### src/design/board_pkg.sv
/* Board-side definitions: serial chain layout, scanner states and front button indices.
   Referenced by scoped name from the scanner and the merge stage. */
`default_nettype none

package board_pkg;

    // length of the external shift register chain
    localparam int CHAIN_BITS = 16;
    // lowest chain bit of each pad field
    localparam int PAD1_LSB = 0;
    localparam int PAD2_LSB = 8;

    // serial chain scanner states
    typedef enum logic [2:0] {
        scan_idle,
        scan_load,
        scan_shift_low,
        scan_shift_high,
        scan_done
    } scan_state_t;

    // front panel button indices
    localparam int BTN_START1 = 0;
    localparam int BTN_START2 = 1;
    localparam int BTN_COIN   = 2;
    localparam int BTN_RESET  = 3;

endpackage

`default_nettype wire

### src/design/joy_pkg.sv
/* Pad-side types: raw DB9 samples and decoded player words with their bit layout.
   Used by the decoder, the merge stage and the top level through scoped names. */
`default_nettype none

package joy_pkg;

    // one pad's sampled lines, active high
    typedef logic [5:0]  raw_pad_t;
    // decoded player word, active high
    typedef logic [11:0] joy_word_t;
    // player word in board output order
    typedef logic [11:0] out_word_t;

    // select half-phases per decode cycle
    localparam int SEGA_PHASES = 8;

    // raw_pad_t bit positions
    localparam int RAW_UP    = 0;
    localparam int RAW_DOWN  = 1;
    localparam int RAW_LEFT  = 2;
    localparam int RAW_RIGHT = 3;
    localparam int RAW_P6    = 4;
    localparam int RAW_P9    = 5;

    // joy_word_t bit positions
    localparam int W_UP    = 0;
    localparam int W_DOWN  = 1;
    localparam int W_LEFT  = 2;
    localparam int W_RIGHT = 3;
    localparam int W_B     = 4;
    localparam int W_C     = 5;
    localparam int W_A     = 6;
    localparam int W_START = 7;
    localparam int W_Z     = 8;
    localparam int W_Y     = 9;
    localparam int W_X     = 10;
    localparam int W_MODE  = 11;

endpackage

`default_nettype wire

### src/design/front_button_debounce.sv
/* Synchronizes and debounces the four active-low front panel buttons.
   A change is accepted once the inputs stay stable for DEBOUNCE_CYCLES. */
`timescale 1ns/1ps
`default_nettype none

module front_button_debounce #(
    parameter int DEBOUNCE_CYCLES = 48000
) (
    input  logic        clk,
    input  logic        reset_i,
    input  logic [3:0]  button_n_i,
    output logic [3:0]  btn_pressed_o
);

    localparam int CNT_W = $clog2(DEBOUNCE_CYCLES + 1);

    logic [3:0]        sync1_q;
    logic [3:0]        sync2_q;
    logic [3:0]        last_q;
    logic [3:0]        pressed_q;
    logic [CNT_W-1:0]  cnt_q;

    always_ff @(posedge clk) begin
        if (reset_i) begin
            // all buttons read released
            sync1_q   <= '1;
            sync2_q   <= '1;
            last_q    <= '1;
            cnt_q     <= '0;
            pressed_q <= '0;
        end else begin
            sync1_q <= button_n_i;
            sync2_q <= sync1_q;
            last_q  <= sync2_q;
            // one counter shared by all four buttons
            if (sync2_q != last_q) begin
                cnt_q <= CNT_W'(DEBOUNCE_CYCLES - 1);
            end else if (cnt_q != '0) begin
                cnt_q <= cnt_q - 1'b1;
            end else begin
                pressed_q <= ~last_q;
            end
        end
    end

    assign btn_pressed_o = pressed_q;

endmodule

`default_nettype wire

### src/design/joy_serial_scan.sv
/* Drives the load/clock lines of the board shift chain and captures both pads.
   Scans continuously and strobes frame_done_o once per complete frame. */
`timescale 1ns/1ps
`default_nettype none

module joy_serial_scan #(
    parameter int CLK_DIV = 4
) (
    input  logic                clk,
    input  logic                reset_i,
    input  logic                joy_data_i,
    output logic                joy_clk_o,
    output logic                joy_load_o,
    output joy_pkg::raw_pad_t   pad1_raw_o,
    output joy_pkg::raw_pad_t   pad2_raw_o,
    output logic                frame_done_o
);

    localparam int DIV_W  = (CLK_DIV > 1) ? $clog2(CLK_DIV) : 1;
    localparam int BIT_W  = $clog2(board_pkg::CHAIN_BITS);
    localparam int PAD_W  = $bits(joy_pkg::raw_pad_t);

    board_pkg::scan_state_t            state_q;
    logic [DIV_W-1:0]                  div_q;
    logic [BIT_W-1:0]                  bit_q;
    logic [board_pkg::CHAIN_BITS-1:0]  shift_q;
    joy_pkg::raw_pad_t                 pad1_q;
    joy_pkg::raw_pad_t                 pad2_q;
    logic                              joy_clk_q;
    logic                              joy_load_q;
    logic                              frame_done_q;
    logic                              div_end;

    // last cycle of a CLK_DIV period
    assign div_end = (div_q == DIV_W'(CLK_DIV - 1));

    always_ff @(posedge clk) begin
        if (reset_i) begin
            state_q      <= board_pkg::scan_idle;
            div_q        <= '0;
            bit_q        <= '0;
            joy_clk_q    <= 1'b0;
            joy_load_q   <= 1'b1;
            frame_done_q <= 1'b0;
        end else begin
            frame_done_q <= 1'b0;
            div_q        <= div_end ? '0 : div_q + 1'b1;
            case (state_q)
                board_pkg::scan_idle: begin
                    // start the load pulse with a fresh period
                    joy_load_q <= 1'b0;
                    div_q      <= '0;
                    state_q    <= board_pkg::scan_load;
                end
                board_pkg::scan_load: begin
                    if (div_end) begin
                        joy_load_q <= 1'b1;
                        state_q    <= board_pkg::scan_shift_low;
                    end
                end
                board_pkg::scan_shift_low: begin
                    if (div_end) begin
                        joy_clk_q <= 1'b1;
                        state_q   <= board_pkg::scan_shift_high;
                    end
                end
                board_pkg::scan_shift_high: begin
                    if (div_end) begin
                        joy_clk_q <= 1'b0;
                        if (bit_q == BIT_W'(board_pkg::CHAIN_BITS - 1)) begin
                            bit_q   <= '0;
                            state_q <= board_pkg::scan_done;
                        end else begin
                            bit_q   <= bit_q + 1'b1;
                            state_q <= board_pkg::scan_shift_low;
                        end
                    end
                end
                board_pkg::scan_done: begin
                    // frame complete, go straight into the next load pulse
                    frame_done_q <= 1'b1;
                    joy_load_q   <= 1'b0;
                    div_q        <= '0;
                    state_q      <= board_pkg::scan_load;
                end
                default: begin
                    state_q <= board_pkg::scan_idle;
                end
            endcase
        end
    end

    // data is sampled just before the rising edge of joy_clk_o
    // first bit out of the chain ends up in the top bit
    always_ff @(posedge clk) begin
        if (state_q == board_pkg::scan_shift_low && div_end) begin
            shift_q <= {shift_q[board_pkg::CHAIN_BITS-2:0], ~joy_data_i};
        end
        if (state_q == board_pkg::scan_done) begin
            pad1_q <= shift_q[board_pkg::PAD1_LSB +: PAD_W];
            pad2_q <= shift_q[board_pkg::PAD2_LSB +: PAD_W];
        end
    end

    assign joy_clk_o    = joy_clk_q;
    assign joy_load_o   = joy_load_q;
    assign pad1_raw_o   = pad1_q;
    assign pad2_raw_o   = pad2_q;
    assign frame_done_o = frame_done_q;

endmodule

`default_nettype wire

### src/design/joy_word_merge.sv
/* Reorders decoded player words into board order and ORs in coin and start.
   Also turns the debounced reset button into reset_o; all outputs registered. */
`timescale 1ns/1ps
`default_nettype none

module joy_word_merge (
    input  logic                clk,
    input  logic                reset_i,
    input  joy_pkg::joy_word_t  p1_word_i,
    input  joy_pkg::joy_word_t  p2_word_i,
    input  logic [3:0]          btn_pressed_i,
    output joy_pkg::out_word_t  joy1_o,
    output joy_pkg::out_word_t  joy2_o,
    output logic                reset_o
);

    joy_pkg::out_word_t  joy1_next;
    joy_pkg::out_word_t  joy2_next;
    joy_pkg::out_word_t  joy1_q;
    joy_pkg::out_word_t  joy2_q;
    logic                reset_q;

    // board order from bit 11 down: mode, start, X, Y, Z, C, B, A, right, left, down, up
    function automatic joy_pkg::out_word_t to_board_order(
        input joy_pkg::joy_word_t w,
        input logic               coin,
        input logic               start
    );
        return {w[joy_pkg::W_MODE], w[joy_pkg::W_START], w[joy_pkg::W_X], w[joy_pkg::W_Y],
                w[joy_pkg::W_Z] | coin, w[joy_pkg::W_C] | start,
                w[joy_pkg::W_B], w[joy_pkg::W_A],
                w[joy_pkg::W_RIGHT], w[joy_pkg::W_LEFT],
                w[joy_pkg::W_DOWN], w[joy_pkg::W_UP]};
    endfunction

    // coin is common to both players
    assign joy1_next = to_board_order(p1_word_i, btn_pressed_i[board_pkg::BTN_COIN],
                                      btn_pressed_i[board_pkg::BTN_START1]);
    assign joy2_next = to_board_order(p2_word_i, btn_pressed_i[board_pkg::BTN_COIN],
                                      btn_pressed_i[board_pkg::BTN_START2]);

    always_ff @(posedge clk) begin
        if (reset_i) begin
            joy1_q  <= '0;
            joy2_q  <= '0;
            reset_q <= 1'b0;
        end else begin
            joy1_q  <= joy1_next;
            joy2_q  <= joy2_next;
            reset_q <= btn_pressed_i[board_pkg::BTN_RESET];
        end
    end

    assign joy1_o  = joy1_q;
    assign joy2_o  = joy2_q;
    assign reset_o = reset_q;

endmodule

`default_nettype wire

### src/design/jtframe_neptuno_joy.sv
/* Controller front end top level with chain scan, Sega decode, button debounce and merge.
   Parameters set here reach the scanner and the debouncer. */
`timescale 1ns/1ps
`default_nettype none

module jtframe_neptuno_joy #(
    parameter int CLK_DIV         = 4,
    parameter int DEBOUNCE_CYCLES = 48000
) (
    input  logic                clk,
    input  logic                reset_i,
    input  logic                joy_data_i,
    input  logic [3:0]          button_n_i,
    output logic                joy_clk_o,
    output logic                joy_load_o,
    output logic                joy_select_o,
    output joy_pkg::out_word_t  joy1_o,
    output joy_pkg::out_word_t  joy2_o,
    output logic                reset_o
);

    joy_pkg::raw_pad_t   pad1_raw;
    joy_pkg::raw_pad_t   pad2_raw;
    logic                frame_done;
    joy_pkg::joy_word_t  p1_word;
    joy_pkg::joy_word_t  p2_word;
    logic [3:0]          btn_pressed;

    // serial chain scan as the execute step
    joy_serial_scan #(
        .CLK_DIV       (CLK_DIV)
    ) u_scan (
        .clk           (clk),
        .reset_i       (reset_i),
        .joy_data_i    (joy_data_i),
        .joy_clk_o     (joy_clk_o),
        .joy_load_o    (joy_load_o),
        .pad1_raw_o    (pad1_raw),
        .pad2_raw_o    (pad2_raw),
        .frame_done_o  (frame_done)
    );

    // Sega select sequencing as the decode step
    sega_pad_decode u_decode (
        .clk           (clk),
        .reset_i       (reset_i),
        .pad1_raw_i    (pad1_raw),
        .pad2_raw_i    (pad2_raw),
        .frame_done_i  (frame_done),
        .joy_select_o  (joy_select_o),
        .p1_word_o     (p1_word),
        .p2_word_o     (p2_word),
        .word_valid_o  ()
    );

    front_button_debounce #(
        .DEBOUNCE_CYCLES (DEBOUNCE_CYCLES)
    ) u_debounce (
        .clk           (clk),
        .reset_i       (reset_i),
        .button_n_i    (button_n_i),
        .btn_pressed_o (btn_pressed)
    );

    // board order plus coin, start and reset as the result step
    joy_word_merge u_merge (
        .clk           (clk),
        .reset_i       (reset_i),
        .p1_word_i     (p1_word),
        .p2_word_i     (p2_word),
        .btn_pressed_i (btn_pressed),
        .joy1_o        (joy1_o),
        .joy2_o        (joy2_o),
        .reset_o       (reset_o)
    );

endmodule

`default_nettype wire

### src/design/sega_pad_decode.sv
/* Sequences the Sega select line over eight half-phases and builds one word per player.
   Each phase spends two frames because the one in flight at the select change is dropped. */
`timescale 1ns/1ps
`default_nettype none

module sega_pad_decode (
    input  logic                clk,
    input  logic                reset_i,
    input  joy_pkg::raw_pad_t   pad1_raw_i,
    input  joy_pkg::raw_pad_t   pad2_raw_i,
    input  logic                frame_done_i,
    output logic                joy_select_o,
    output joy_pkg::joy_word_t  p1_word_o,
    output joy_pkg::joy_word_t  p2_word_o,
    output logic                word_valid_o
);

    logic [2:0]          phase_q;
    logic                select_q;
    logic                skip_q;
    logic [1:0]          six_q;
    logic                valid_q;
    logic                take;
    logic                last_phase;
    joy_pkg::joy_word_t  p1_acc_q;
    joy_pkg::joy_word_t  p2_acc_q;
    joy_pkg::joy_word_t  p1_next;
    joy_pkg::joy_word_t  p2_next;
    joy_pkg::joy_word_t  p1_word_q;
    joy_pkg::joy_word_t  p2_word_q;

    // folds one sample into a partial word according to the phase
    function automatic joy_pkg::joy_word_t fold_sample(
        input joy_pkg::joy_word_t acc,
        input joy_pkg::raw_pad_t  raw,
        input logic [2:0]         phase,
        input logic               six
    );
        joy_pkg::joy_word_t w;
        w = acc;
        case (phase)
            // directions, B and C while select is high
            3'd0: begin
                w[joy_pkg::W_UP]    = raw[joy_pkg::RAW_UP];
                w[joy_pkg::W_DOWN]  = raw[joy_pkg::RAW_DOWN];
                w[joy_pkg::W_LEFT]  = raw[joy_pkg::RAW_LEFT];
                w[joy_pkg::W_RIGHT] = raw[joy_pkg::RAW_RIGHT];
                w[joy_pkg::W_B]     = raw[joy_pkg::RAW_P6];
                w[joy_pkg::W_C]     = raw[joy_pkg::RAW_P9];
            end
            // A and start while select is low
            3'd1: begin
                w[joy_pkg::W_A]     = raw[joy_pkg::RAW_P6];
                w[joy_pkg::W_START] = raw[joy_pkg::RAW_P9];
            end
            // extra buttons on the direction lines of six-button pads
            3'd6: begin
                w[joy_pkg::W_Z]    = six & raw[joy_pkg::RAW_UP];
                w[joy_pkg::W_Y]    = six & raw[joy_pkg::RAW_DOWN];
                w[joy_pkg::W_X]    = six & raw[joy_pkg::RAW_LEFT];
                w[joy_pkg::W_MODE] = six & raw[joy_pkg::RAW_RIGHT];
            end
            default: begin
                w = acc;
            end
        endcase
        return w;
    endfunction

    assign take       = frame_done_i & ~skip_q;
    assign last_phase = (phase_q == 3'(joy_pkg::SEGA_PHASES - 1));
    assign p1_next    = fold_sample(p1_acc_q, pad1_raw_i, phase_q, six_q[0]);
    assign p2_next    = fold_sample(p2_acc_q, pad2_raw_i, phase_q, six_q[1]);

    always_ff @(posedge clk) begin
        if (reset_i) begin
            phase_q   <= '0;
            select_q  <= 1'b1;
            skip_q    <= 1'b1;
            six_q     <= '0;
            valid_q   <= 1'b0;
            p1_word_q <= '0;
            p2_word_q <= '0;
        end else begin
            valid_q <= 1'b0;
            if (frame_done_i && skip_q) begin
                skip_q <= 1'b0;
            end
            if (take) begin
                // up and down both low in the third low phase mark a six-button pad
                if (phase_q == 3'd5) begin
                    six_q[0] <= pad1_raw_i[joy_pkg::RAW_UP] & pad1_raw_i[joy_pkg::RAW_DOWN];
                    six_q[1] <= pad2_raw_i[joy_pkg::RAW_UP] & pad2_raw_i[joy_pkg::RAW_DOWN];
                end
                if (last_phase) begin
                    p1_word_q <= p1_next;
                    p2_word_q <= p2_next;
                    valid_q   <= 1'b1;
                end
                phase_q  <= phase_q + 1'b1;
                // select goes high for the even phase that follows an odd one
                select_q <= phase_q[0];
                skip_q   <= 1'b1;
            end
        end
    end

    // partial words built up over one decode cycle
    always_ff @(posedge clk) begin
        if (take) begin
            p1_acc_q <= p1_next;
            p2_acc_q <= p2_next;
        end
    end

    assign joy_select_o = select_q;
    assign p1_word_o    = p1_word_q;
    assign p2_word_o    = p2_word_q;
    assign word_valid_o = valid_q;

endmodule

`default_nettype wire

### config.mk
export PLATFORM = sky130hd
export DESIGN_NAME = jtframe_neptuno_joy
export DESIGN_NICKNAME = d
export VERILOG_FILES = /design/src/design/board_pkg.sv /design/src/design/joy_pkg.sv /design/src/design/front_button_debounce.sv /design/src/design/joy_serial_scan.sv /design/src/design/joy_word_merge.sv /design/src/design/jtframe_neptuno_joy.sv /design/src/design/sega_pad_decode.sv
export SDC_FILE = /design/constraint.sdc
export NUM_CORES = 1
export LEC_CHECK = 0
export ABC_AREA = 1
export BUFFER_PORTS_ARGS = -buffer_cell sky130_fd_sc_hd__buf_4
export CAP_MARGIN = 20
export CORE_MARGIN = 1
export CORE_UTILIZATION = 42
export DETAILED_ROUTE_END_ITERATION = 16
export HOLD_SLACK_MARGIN = 0.03
export PLACE_DENSITY_LB_ADDON = 0.12
export SKIP_LAST_GASP = 1
export SYNTH_ARGS = -nofsm -noshare
export SYNTH_HDL_FRONTEND = slang
export SYNTH_SLANG_ARGS = --single-unit
export TNS_END_PERCENT = 1
### constraint.sdc
create_clock -name clk -period 1.87 [get_ports clk]
set_input_delay 0.0935 -clock clk [delete_from_list [all_inputs] [get_ports clk]]
set_output_delay 0.0935 -clock clk [all_outputs]
set_load 0.02 [all_outputs]
## Word level (Yosys, flattened, before mapping)

Index checks and enable logic that the tools add are counted.

- Flip-flop bits (word level): 150
- Bits of input ports: 7

- Add/subtract/negate cells: 4
- Bitwise gates (word level): 20
- Eq/ne operators: 14
- Mux-type cells: 19
- Reductions and logical operators: 19

Operators with widths:

| kind | number |
|---|---|
| 16-bit 2-to-1 mux | 2 |
| 16-bit nonzero test | 1 |
| 16-bit by 1-bit subtractor with 16-bit output, second input constant | 1 |
| 3-bit equality test, second input constant | 4 |
| 3-bit 2-to-1 mux | 4 |
| 4-bit 2-to-1 mux | 3 |
| 6-bit 2-to-1 mux | 2 |
| 3-bit one-hot mux with 4 select lines | 1 |
| 1-bit bitwise AND | 11 |
| 2-bit AND reduction | 5 |
| 3-bit by 1-bit equality test with 1-bit output, second input constant | 2 |
| 3-bit by 2-bit equality test with 1-bit output, second input constant | 2 |
| 3-bit zero test | 2 |
| 2-bit by 1-bit inequality test with 1-bit output, second input constant | 3 |
| 3-bit AND reduction | 2 |
| 2-bit nonzero test | 3 |
| 2-bit OR reduction | 3 |
| 4-bit by 1-bit adder with 4-bit output, second input constant | 1 |
| 4-bit equality test, second input constant | 1 |
| 2-bit 2-to-1 mux | 2 |
| 4-bit inequality test | 1 |
| 1-bit NOT | 4 |
| 4-bit NOT | 1 |
| 1-bit bitwise OR | 4 |
| 7 further kinds | 11 |

## Longest topological paths before layout

Gate-level depths: netlist (run 1).

- Depth after elaboration: 4
- Mapped depth: 9
- Gate-level depth less buffers: 9

## Hierarchy

Synthesis (run 1) repeated with hierarchy kept, for this count alone.

- Cells, all modules: 717
- Area total of the unflattened synthesis: 6,075.8 um2

By module, submodules not included:

| module | area an instance (um2) | instances | seq. area each (um2) | cells an instance |
|---|---|---|---|---|
| sega_pad_decode | 2,501.1 | 1 | 1,361.3 | 324 |
| front_button_debounce | 1,539.0 | 1 | 640.6 | 216 |
| joy_serial_scan | 1,311.3 | 1 | 1,021.0 | 99 |
| joy_word_merge | 724.4 | 1 | 500.5 | 78 |

## Worst setup path before layout (run 1)

OpenSTA, ideal clock, no wires.

- Kind: flip-flop to flip-flop
- From: reg u_scan.div_q[0]
- To: reg u_scan.shift_q[0] (netlist bit) (enable)
- Library setup time: 0.384 ns
- Cell stages (with the launch flop): 4
- Slack: 0.198 ns
- Period minus slack after synthesis: 1.672 ns
- Arrival: 1.288 ns
- Cells stage by stage: dfxtp_1 -> ha_1 -> nand3_1 -> nor2_1

- Longest elaborated chain between the ends: 2

RTL lines:

| item | RTL line | text |
|---|---|---|
| from (decl) | joy_serial_scan.sv:24 | `logic [DIV_W-1:0] div_q;` |
| from (signal assigned) | joy_serial_scan.sv:47 | `div_q <= div_end ? '0 : div_q + 1'b1;` |
| 2-bit equality test | joy_serial_scan.sv:35 | `assign div_end = (div_q == DIV_W'(CLK_DIV - 1));` |
| 1-bit logical AND | joy_serial_scan.sv:96 | `if (state_q == board_pkg::scan_shift_low && div_end) begin` |
| to (signal assigned) | joy_serial_scan.sv:97 | `shift_q <= {shift_q[board_pkg::CHAIN_BITS-2:0], ~joy_data_i};` |
| to (decl) | joy_serial_scan.sv:26 | `logic [board_pkg::CHAIN_BITS-1:0] shift_q;` |

No other way between the ends.
A chain may end at the register's enable or synchronous reset.

## Final worst setup path (run 1)

- From: reg u_decode.phase_q[0]
- To: reg u_decode.p1_acc_q[10], data pin

- Longest elaborated chain between the ends: 2

RTL lines:

| item | RTL line | text |
|---|---|---|
| from (decl) | sega_pad_decode.sv:18 | `logic [2:0] phase_q;` |
| from (signal assigned) | sega_pad_decode.sv:100 | `phase_q <= phase_q + 1'b1;` |
| 3-bit equality test | sega_pad_decode.sv:41 | `case (phase)` |
| 4-bit 2-to-1 mux | sega_pad_decode.sv:41 |  |
| named net u_decode.p1_next[10] | sega_pad_decode.sv:27 | `joy_pkg::joy_word_t p1_next;` |
| to (signal assigned) | sega_pad_decode.sv:111 | `p1_acc_q <= p1_next;` |
| to (decl) | sega_pad_decode.sv:25 | `joy_pkg::joy_word_t p1_acc_q;` |

The timed path passes the listed nets, and every way through them passes these cells.

==> summary.txt, run 1 <==
GRT
  – Initial antenna violation count: 0
  – Pin count of the biggest net entering global routing: 70
  – Global-route wire length before repair: 17.0 mm
  – Total grt overflow: 0
  – Vias in the first global route: 3648
  – GRT Util Overall: 15.5%

Layout
  – Layout cells sized above 1: 16.0%
  – Syn-to-layout area delta: 18.3%
  – Final nets: 665
  – Fillers: 1276
  – Antenna Cells: 0
  – Fin util: 50.8%

Yosys
  – #FFs+latches synth: 150
  – Unique cell type count in the Yosys netlist: 34
  – Area share of the largest cell type after synthesis: between 30% and 40%
  – Post-synth EDFFs: 50
  – Synth Net Count: 621
  – Top_reg_cell synth: dfxtp_1
  – Synth Warn #: 0
  – Synth top area cells: dfxtp_1, edfxtp_1, nand2_1
  – Most frequent cell after synthesis: dfxtp_1
  – Mean Syn Cell Area: 9.41 um2
  – Synth top cells by count: dfxtp_1, nand2_1, nor2_1
  – Largest area contributor in the netlist: dfxtp_1
  – Syn Inst Count: a little over 600
  – Mapped Area: 0.00569 mm2
  – Post-synth ARST share: 0%
  – Register area share after synthesis: 61.6%

Clock network
  – Clock sinks: 150
  – Worst skew pair latency: between 0.4 and 0.5 ns
  – CTS Buf Count: 17
  – PostCTS Resize Cnt: 0
  – CTS tree: yes
  – H-tree level count: 4
  – Clock transition at path regs: 0.06 ns
  – Max clock buf depth: 2
  – Root Driver: clkbuf_16

Detailed routing
  – Total Wirelength: 9.89 mm
  – Vias after detailed routing: about 3800
  – DRT Pass-1 Iters: 4
  – Drt drc: 0
  – Avg WL per Cell: ~12 um
  – Starting DRT DRC Count: 268
  – Vias/cell: 4.58
  – DRT antenna net count: 0

Timing
  – FMAX: 607 MHz
  – Final setup fails: 0
  – Tightest Pin Transition: 0.890 ns
  – Crit path time final: 1.65 ns
  – Fin. max-slew vios: 0
  – RSZ-0062 raised after global routing: false
  – Clk_skew: between 0.009 and 0.01 ns
  – Setup TNS: 0 ns
  – Slew headroom: 40.6%
  – Final hold vios: 0
  – Period utilization: around 88%

Power and ir drop
  – Leakage Power: between 2 and 3 nW
  – Power Density: 1050 mW/mm2
  – VDD IR max: 0.000611 V

Placed design
  – Placed wire-length estimate: approximately 6.6 mm
  – IO buf count: 34
  – GP Congestion: 0.752

Critical path
  – Crit path DAT: around 1.8 ns
  – Crit path largest cell delay: 0.38 ns
  – Crit-path slowest cell: dfxtp_1
  – CP Max Fanout: 16
  – CP startpoint kind: flip-flop
  – Critical path required time: 2.03 ns
  – Most frequent CP cell: inv_1
  – Worst Setup Path Type: reg -> reg
  – Critical path, cell by cell: inv_1, ha_1, nand2_1, nor3_1, a21oi_1, inv_1
  – Crit end category: flip-flop

Hold path
  – Type of the tightest min-delay check: in -> reg

Floorplanning
  – I/O pin total: 35
  – Die area: 0.0140 mm2
  – Die Span X: 118 um
  – Core area: ~0.013 mm2
  – Initial core utilization: 43.0%
  – Die Ht: 118 um
  – Site row count: 42

Run
  – Max_cap viols: 0

Outcome
  – Outcome: finished clean
-- worst paths after layout --
kind	depth (start not counted)	start	slack (ns)	end
max reg2reg	6	u_decode.phase_q[0]	0.22	u_decode.p1_acc_q[10]
min	3	reset_i	0.32	u_merge.joy2_o[3]
min reg2reg	1	u_debounce.sync1_q[2]	0.41	u_debounce.sync2_q[2]
max	6	u_decode.phase_q[0]	0.22	u_decode.p1_acc_q[10]
-- routing by layer --
layer  track usage [%]  vias to the layer above  part of all wire [%]
li1                  -                     2042                     -
met1              20.4                     1723                    52
met2              23.5                       60                    43
met3              4.78                       12                   3.9
met4              6.88                        0                   1.3
met5                 0                        -                     0
-- through the flow --
step	total power [mW]	setup slack [ns]	hold slack [ns]	instances	cell area, um2
6_report	7.04	0.222	0.322	838	6730
5_1_grt	7.30	0.0555	0.360	838	6730
4_1_cts	7.12	0.202	0.328	838	6730
3_5_place_dp	3.84	0.252	0.280	801	6100
3_3_place_gp	3.83	0.325	0.278	801	6100
2_1_floorplan	3.77	0.198	0.197	605	5690
-- placed cells by master (no fill, tap or decap), drive strengths merged --
cell type	n
a211oi	15
a21oi	35
a221oi	1
buf	39
bufinv	1
clkbuf	21
clkinv	6
clkinvlp	1
dfxtp	100
dlygate4sd3	5
edfxtp	50
ha	9
inv	85
nand2	98
nand3	23
nand4	3
nor2	101
nor3	13
nor3b	1
nor4	1
o21ai	38
o21bai	3
or2	9
xor2	4
-- state kept, by name, summed over array words and instances, names as in the netlist, 2 cells and up --
register                  cells
u_decode.p2_acc_q            12
u_debounce.sync1_q            4
u_decode.p1_word_o           12
u_debounce.sync2_q            4
u_merge.joy1_o               12
u_debounce.cnt_q             16
u_scan.shift_q               14
u_decode.phase_q              3
u_merge.joy2_o               12
u_scan.state_q                3
u_decode.six_q                2
u_scan.bit_q                  4
u_decode.p2_word_o           12
u_decode.p1_acc_q            12
u_scan.div_q                  2
u_scan.pad1_raw_o             6
u_scan.pad2_raw_o             6
u_debounce.last_q             4
u_debounce.btn_pressed_o      4
-- cells by family (layout without fill, tap and decap cells) --
logic type	count (synthesis)	after routing	synth area share (%)
XOR/XNOR	4	4	0.615
AO/OA/AOI/OAI	92	92	9.17
AND/OR/NAND/NOR	249	249	19.5
adder cells (fa/ha/maj)	9	9	1.98
flip-flops	150	150	61.6
buffers and inverters	101	158	7.17
-- report_power, final --
| part | total, mW | switching [mW] | leakage (nW) | internal [mW] |
|---|---|---|---|---|
| clock | 3.27 | 1.28 | 0.292 | 1.98 |
| sequential | 3.45 | 0.0477 | 1.23 | 3.40 |
| combinational | 0.326 | 0.204 | 1.19 | 0.121 |
-- layout make-up --
class | count | area [um2] | area share, %
clock buffers | 21 | 483 | 7.17
clock inverters | 11 | 95.1 | 1.41
inverters | 82 | 308 | 4.57
multi-input cells | 354 | 1780 | 26.4
flip-flops and latches | 150 | 3500 | 52.0
well taps | 176 | 220 | 3.27
repair buffers | 44 | 343 | 5.09
-- worst max-delay path, delay by kind of cell, from the launching register on --
kind            cells  cell delay [ns]
compound gates      1             0.21
fa+ha+maj           1             0.20
buf+inv             2             0.17
flops               1             0.38
simple gates        2             0.44
-- timing repair --
action | in CTS | in global routing
endpoints found under the hold margin | 5 | 0
hold buffers | 5 | 0
setup buffers | 0 | 0
(Power assumes the default switching activity.)
==> run 2, diff against run 1 <==
- ABC_AREA: 1 -> not set
- CAP_MARGIN: 20 -> not set
==> summary.txt, run 2 <==
Outcome
  – Outcome: finished clean (unchanged)

Floorplanning
  – Die area: 0.0138 mm2 (was 0.0140 mm2)
  – Core area: 0.0128 mm2 (was 0.0132 mm2)
  – Die Ht: 117 um (was 118 um)
  – Die Span X: 117 um (was 118 um)
  – Initial core utilization: 43.7% (was 43.0%)
  – Site row count: 41 (was 42)
  – I/O pin total: 35 (unchanged)

Yosys
  – Mean Syn Cell Area: 11.8 um2 (was 9.41 um2)
  – Post-synth ARST share: 0% (unchanged)
  – Largest area contributor in the netlist: dfxtp_1 (unchanged)
  – Synth Warn #: 0 (unchanged)
  – Most frequent cell after synthesis: dfxtp_1 (unchanged)
  – Mapped Area: 0.00558 mm2 (was 0.00569 mm2)
  – Post-synth EDFFs: 50 (unchanged)
  – #FFs+latches synth: 150 (unchanged)
  – Area share of the largest cell type after synthesis: 35.9% (was 35.2%)
  – Syn Inst Count: 472 (was 605)
  – Synth top cells by count: dfxtp_1, edfxtp_1, nor2_1 (was dfxtp_1, nand2_1, nor2_1)
  – Synth top area cells: dfxtp_1, edfxtp_1, mux2_2 (was dfxtp_1, edfxtp_1, nand2_1)
  – Synth Net Count: 488 (was 621)
  – Register area share after synthesis: 62.8% (was 61.6%)
  – Unique cell type count in the Yosys netlist: 52 (was 34)
  – Top_reg_cell synth: dfxtp_1 (unchanged)

Layout
  – Commonest cells after routing, fill and taps aside: dfxtp_1, buf_4, edfxtp_1 (was dfxtp_1, nand2_1, nor2_1)
  – Fin util: 53.6% (was 50.8%)
  – Multi-input gate area: 0.00198 mm2 (was 0.00178 mm2)
  – Layout cells sized above 1: 24.6% (was 16.0%)
  – Register area: 0.00350 mm2 (unchanged)
  – Fillers: 1102 (was 1276)
  – Most common cell after layout, fill and taps aside: dfxtp_1 (unchanged)
  – Syn-to-layout area delta: 22.7% (was 18.3%)
  – Biggest register: u_debounce.cnt_q (unchanged)
  – Final nets: 543 (was 665)
  – Post-Layout Cell Count: 712 (was 838)
  – Largest register FFs: 16 (unchanged)
  – Regs by FF count: u_debounce.cnt_q: 16 flops, u_scan.shift_q: 14 flops (unchanged)
  – Antenna Cells: 0 (unchanged)

Critical path
  – Critical path required time: 2.22 ns (was 2.03 ns)
  – Crit end category: flip-flop (unchanged)
  – CP startpoint kind: flip-flop (unchanged)
  – CP Max Fanout: 8 (was 16)
  – Crit path DAT: 2.19 ns (was 1.81 ns)
  – R2R Setup Slk: 0.03 ns (was 0.22 ns)
  – Worst Setup Path Type: reg -> reg (unchanged)

Timing
  – FMAX: 544 MHz (was 607 MHz)
  – Setup ws final: 0.0311 ns (was 0.222 ns)
  – Final setup fails: 0 (unchanged)
  – RSZ-0062 raised after global routing: true (was false)
  – Slew headroom: 61.3% (was 40.6%)
  – Period utilization: 98.3% (was 88.1%)
  – Tightest Pin Transition: 0.575 ns (was 0.890 ns)
  – Crit path time final: 1.84 ns (was 1.65 ns)
  – Clk_skew: 0.00790 ns (was 0.00935 ns)
  – Final hold vios: 0 (unchanged)
  – Fin. max-slew vios: 0 (unchanged)

GRT
  – GRT Util Overall: 16.5% (was 15.5%)
  – Pin count of the biggest net entering global routing: 40 (was 70)
  – Vias in the first global route: 3399 (was 3648)
  – Global-route wire length before repair: 16.6 mm (was 17.0 mm)
  – Total grt overflow: 0 (unchanged)
  – Initial antenna violation count: 0 (unchanged)

Clock network
  – Clock sinks: 150 (unchanged)
  – Clock transition at path regs: 0.06 ns (about the same)
  – CTS Buf Count: 17 (unchanged)
  – Root Driver: clkbuf_16 (unchanged)
  – CTS tree: yes (unchanged)
  – Worst skew pair latency: 0.42 ns (was 0.41 ns)
  – H-tree level count: 4 (unchanged)
  – Max clock buf depth: 2 (unchanged)

Detailed routing
  – Avg WL per Cell: 14.3 um (was 11.8 um)
  – Starting DRT DRC Count: 238 (was 268)
  – DRT Pass-1 Iters: 4 (unchanged)
  – Vias/cell: 5.10 (was 4.58)
  – Total Wirelength: 10.2 mm (was 9.89 mm)
  – Drt drc: 0 (unchanged)
  – Vias after detailed routing: 3631 (was 3837)
  – DRT antenna net count: 0 (unchanged)

Hold path
  – Type of the tightest min-delay check: in -> reg (unchanged)

Placed design
  – IO buf count: 34 (unchanged)
  – DP Worst Slack: -0.0944 ns (was 0.252 ns)
  – GP Congestion: 0.815 (was 0.752)
  – Placed wire-length estimate: 6.44 mm (was 6.63 mm)
  – Cells after DPL: 666 (was 801)

Power and ir drop
  – VDD IR max: 0.000626 V (was 0.000611 V)
  – Power Density: 1090 mW/mm2 (was 1050 mW/mm2)
  – Leakage Power: 2.49 nW (was 2.71 nW)

Run
  – Max_cap viols: 0 (unchanged)
[run 2: layer usage]
metal	global-route usage, %	routed length, um
met1	20.5	4840
met4	7.93	160
met3	6.44	392
met2	25.0	4780
met5	0	0
[run 2: cell families (layout without fill, tap and decap cells)]
family | Yosys count | after routing | share of synthesized area (%)
flip-flops | 150 | 150 | 62.8
AND/OR/NAND/NOR | 181 | 182 | 17.8
multiplexers | 34 | 34 | 6.48
buffers and inverters | 32 | 99 | 2.78
adder cells (fa/ha/maj) | 9 | 9 | 2.02
XOR/XNOR | 9 | 9 | 1.41
AO/OA/AOI/OAI | 57 | 57 | 6.79
[run 2: final timing paths]
| kind | startpoint | to | depth (start not counted) |
|---|---|---|---|
| hold / removal | reset_i | u_decode.p1_word_o[5] | 2 |
| setup / recovery | u_debounce.cnt_q[0] | u_debounce.cnt_q[1] | 7 |
| hold reg to reg | u_debounce.sync1_q[0] | u_debounce.sync2_q[0] | 1 |
| setup reg to reg | u_debounce.cnt_q[0] | u_debounce.cnt_q[1] | 7 |
[run 2: timing repair]
action | CTS | global route
pin swaps | 0 | 3
endpoints found under the setup margin | 6 | 10
resized for setup | 4 | 7
buffers inserted | 0 | 8
gates cloned | 1 | 0
hold buffers | 5 | 0
hold endpoints to repair | 5 | 0
[run 2: final cells by class]
cell class | count | area share (%)
Clock inverter | 8 | 1.48
Multi-Input combinational cell | 291 | 28.9
Sequential cell | 150 | 51.2
Clock buffer | 24 | 8.13
Tap cell | 172 | 3.14
Timing Repair Buffer | 59 | 6.71
Inverter | 8 | 0.439
[run 2: stage by stage]
step                area, um2  hold slack (ns)  setup TNS (ns)  power, mW
global route             6850           0.0935         -0.0931       7.74
finish                   6850            0.109               0       7.46
global placement         6030            0.278               0       3.79
CTS                      6750           0.0878        -0.00552       7.51
floorplan                5580            0.197               0       3.73
detailed placement       6030            0.283          -0.344       3.80
[run 2: critical path, stage by stage, from the launching register on]
cell,delay [ns]
dfxtp_1,0.33
inv_2,0.10
ha_2,0.19
nor4b_4,0.23
and4_4,0.34
buf_6,0.13
mux2_2,0.33
a21oi_1,0.13
[run 2: where the power goes]
part           leakage, nW  internal (mW)  switching (mW)
clock                0.320           2.36            1.32
combinational        0.908          0.148           0.165
sequential            1.26           3.40          0.0736
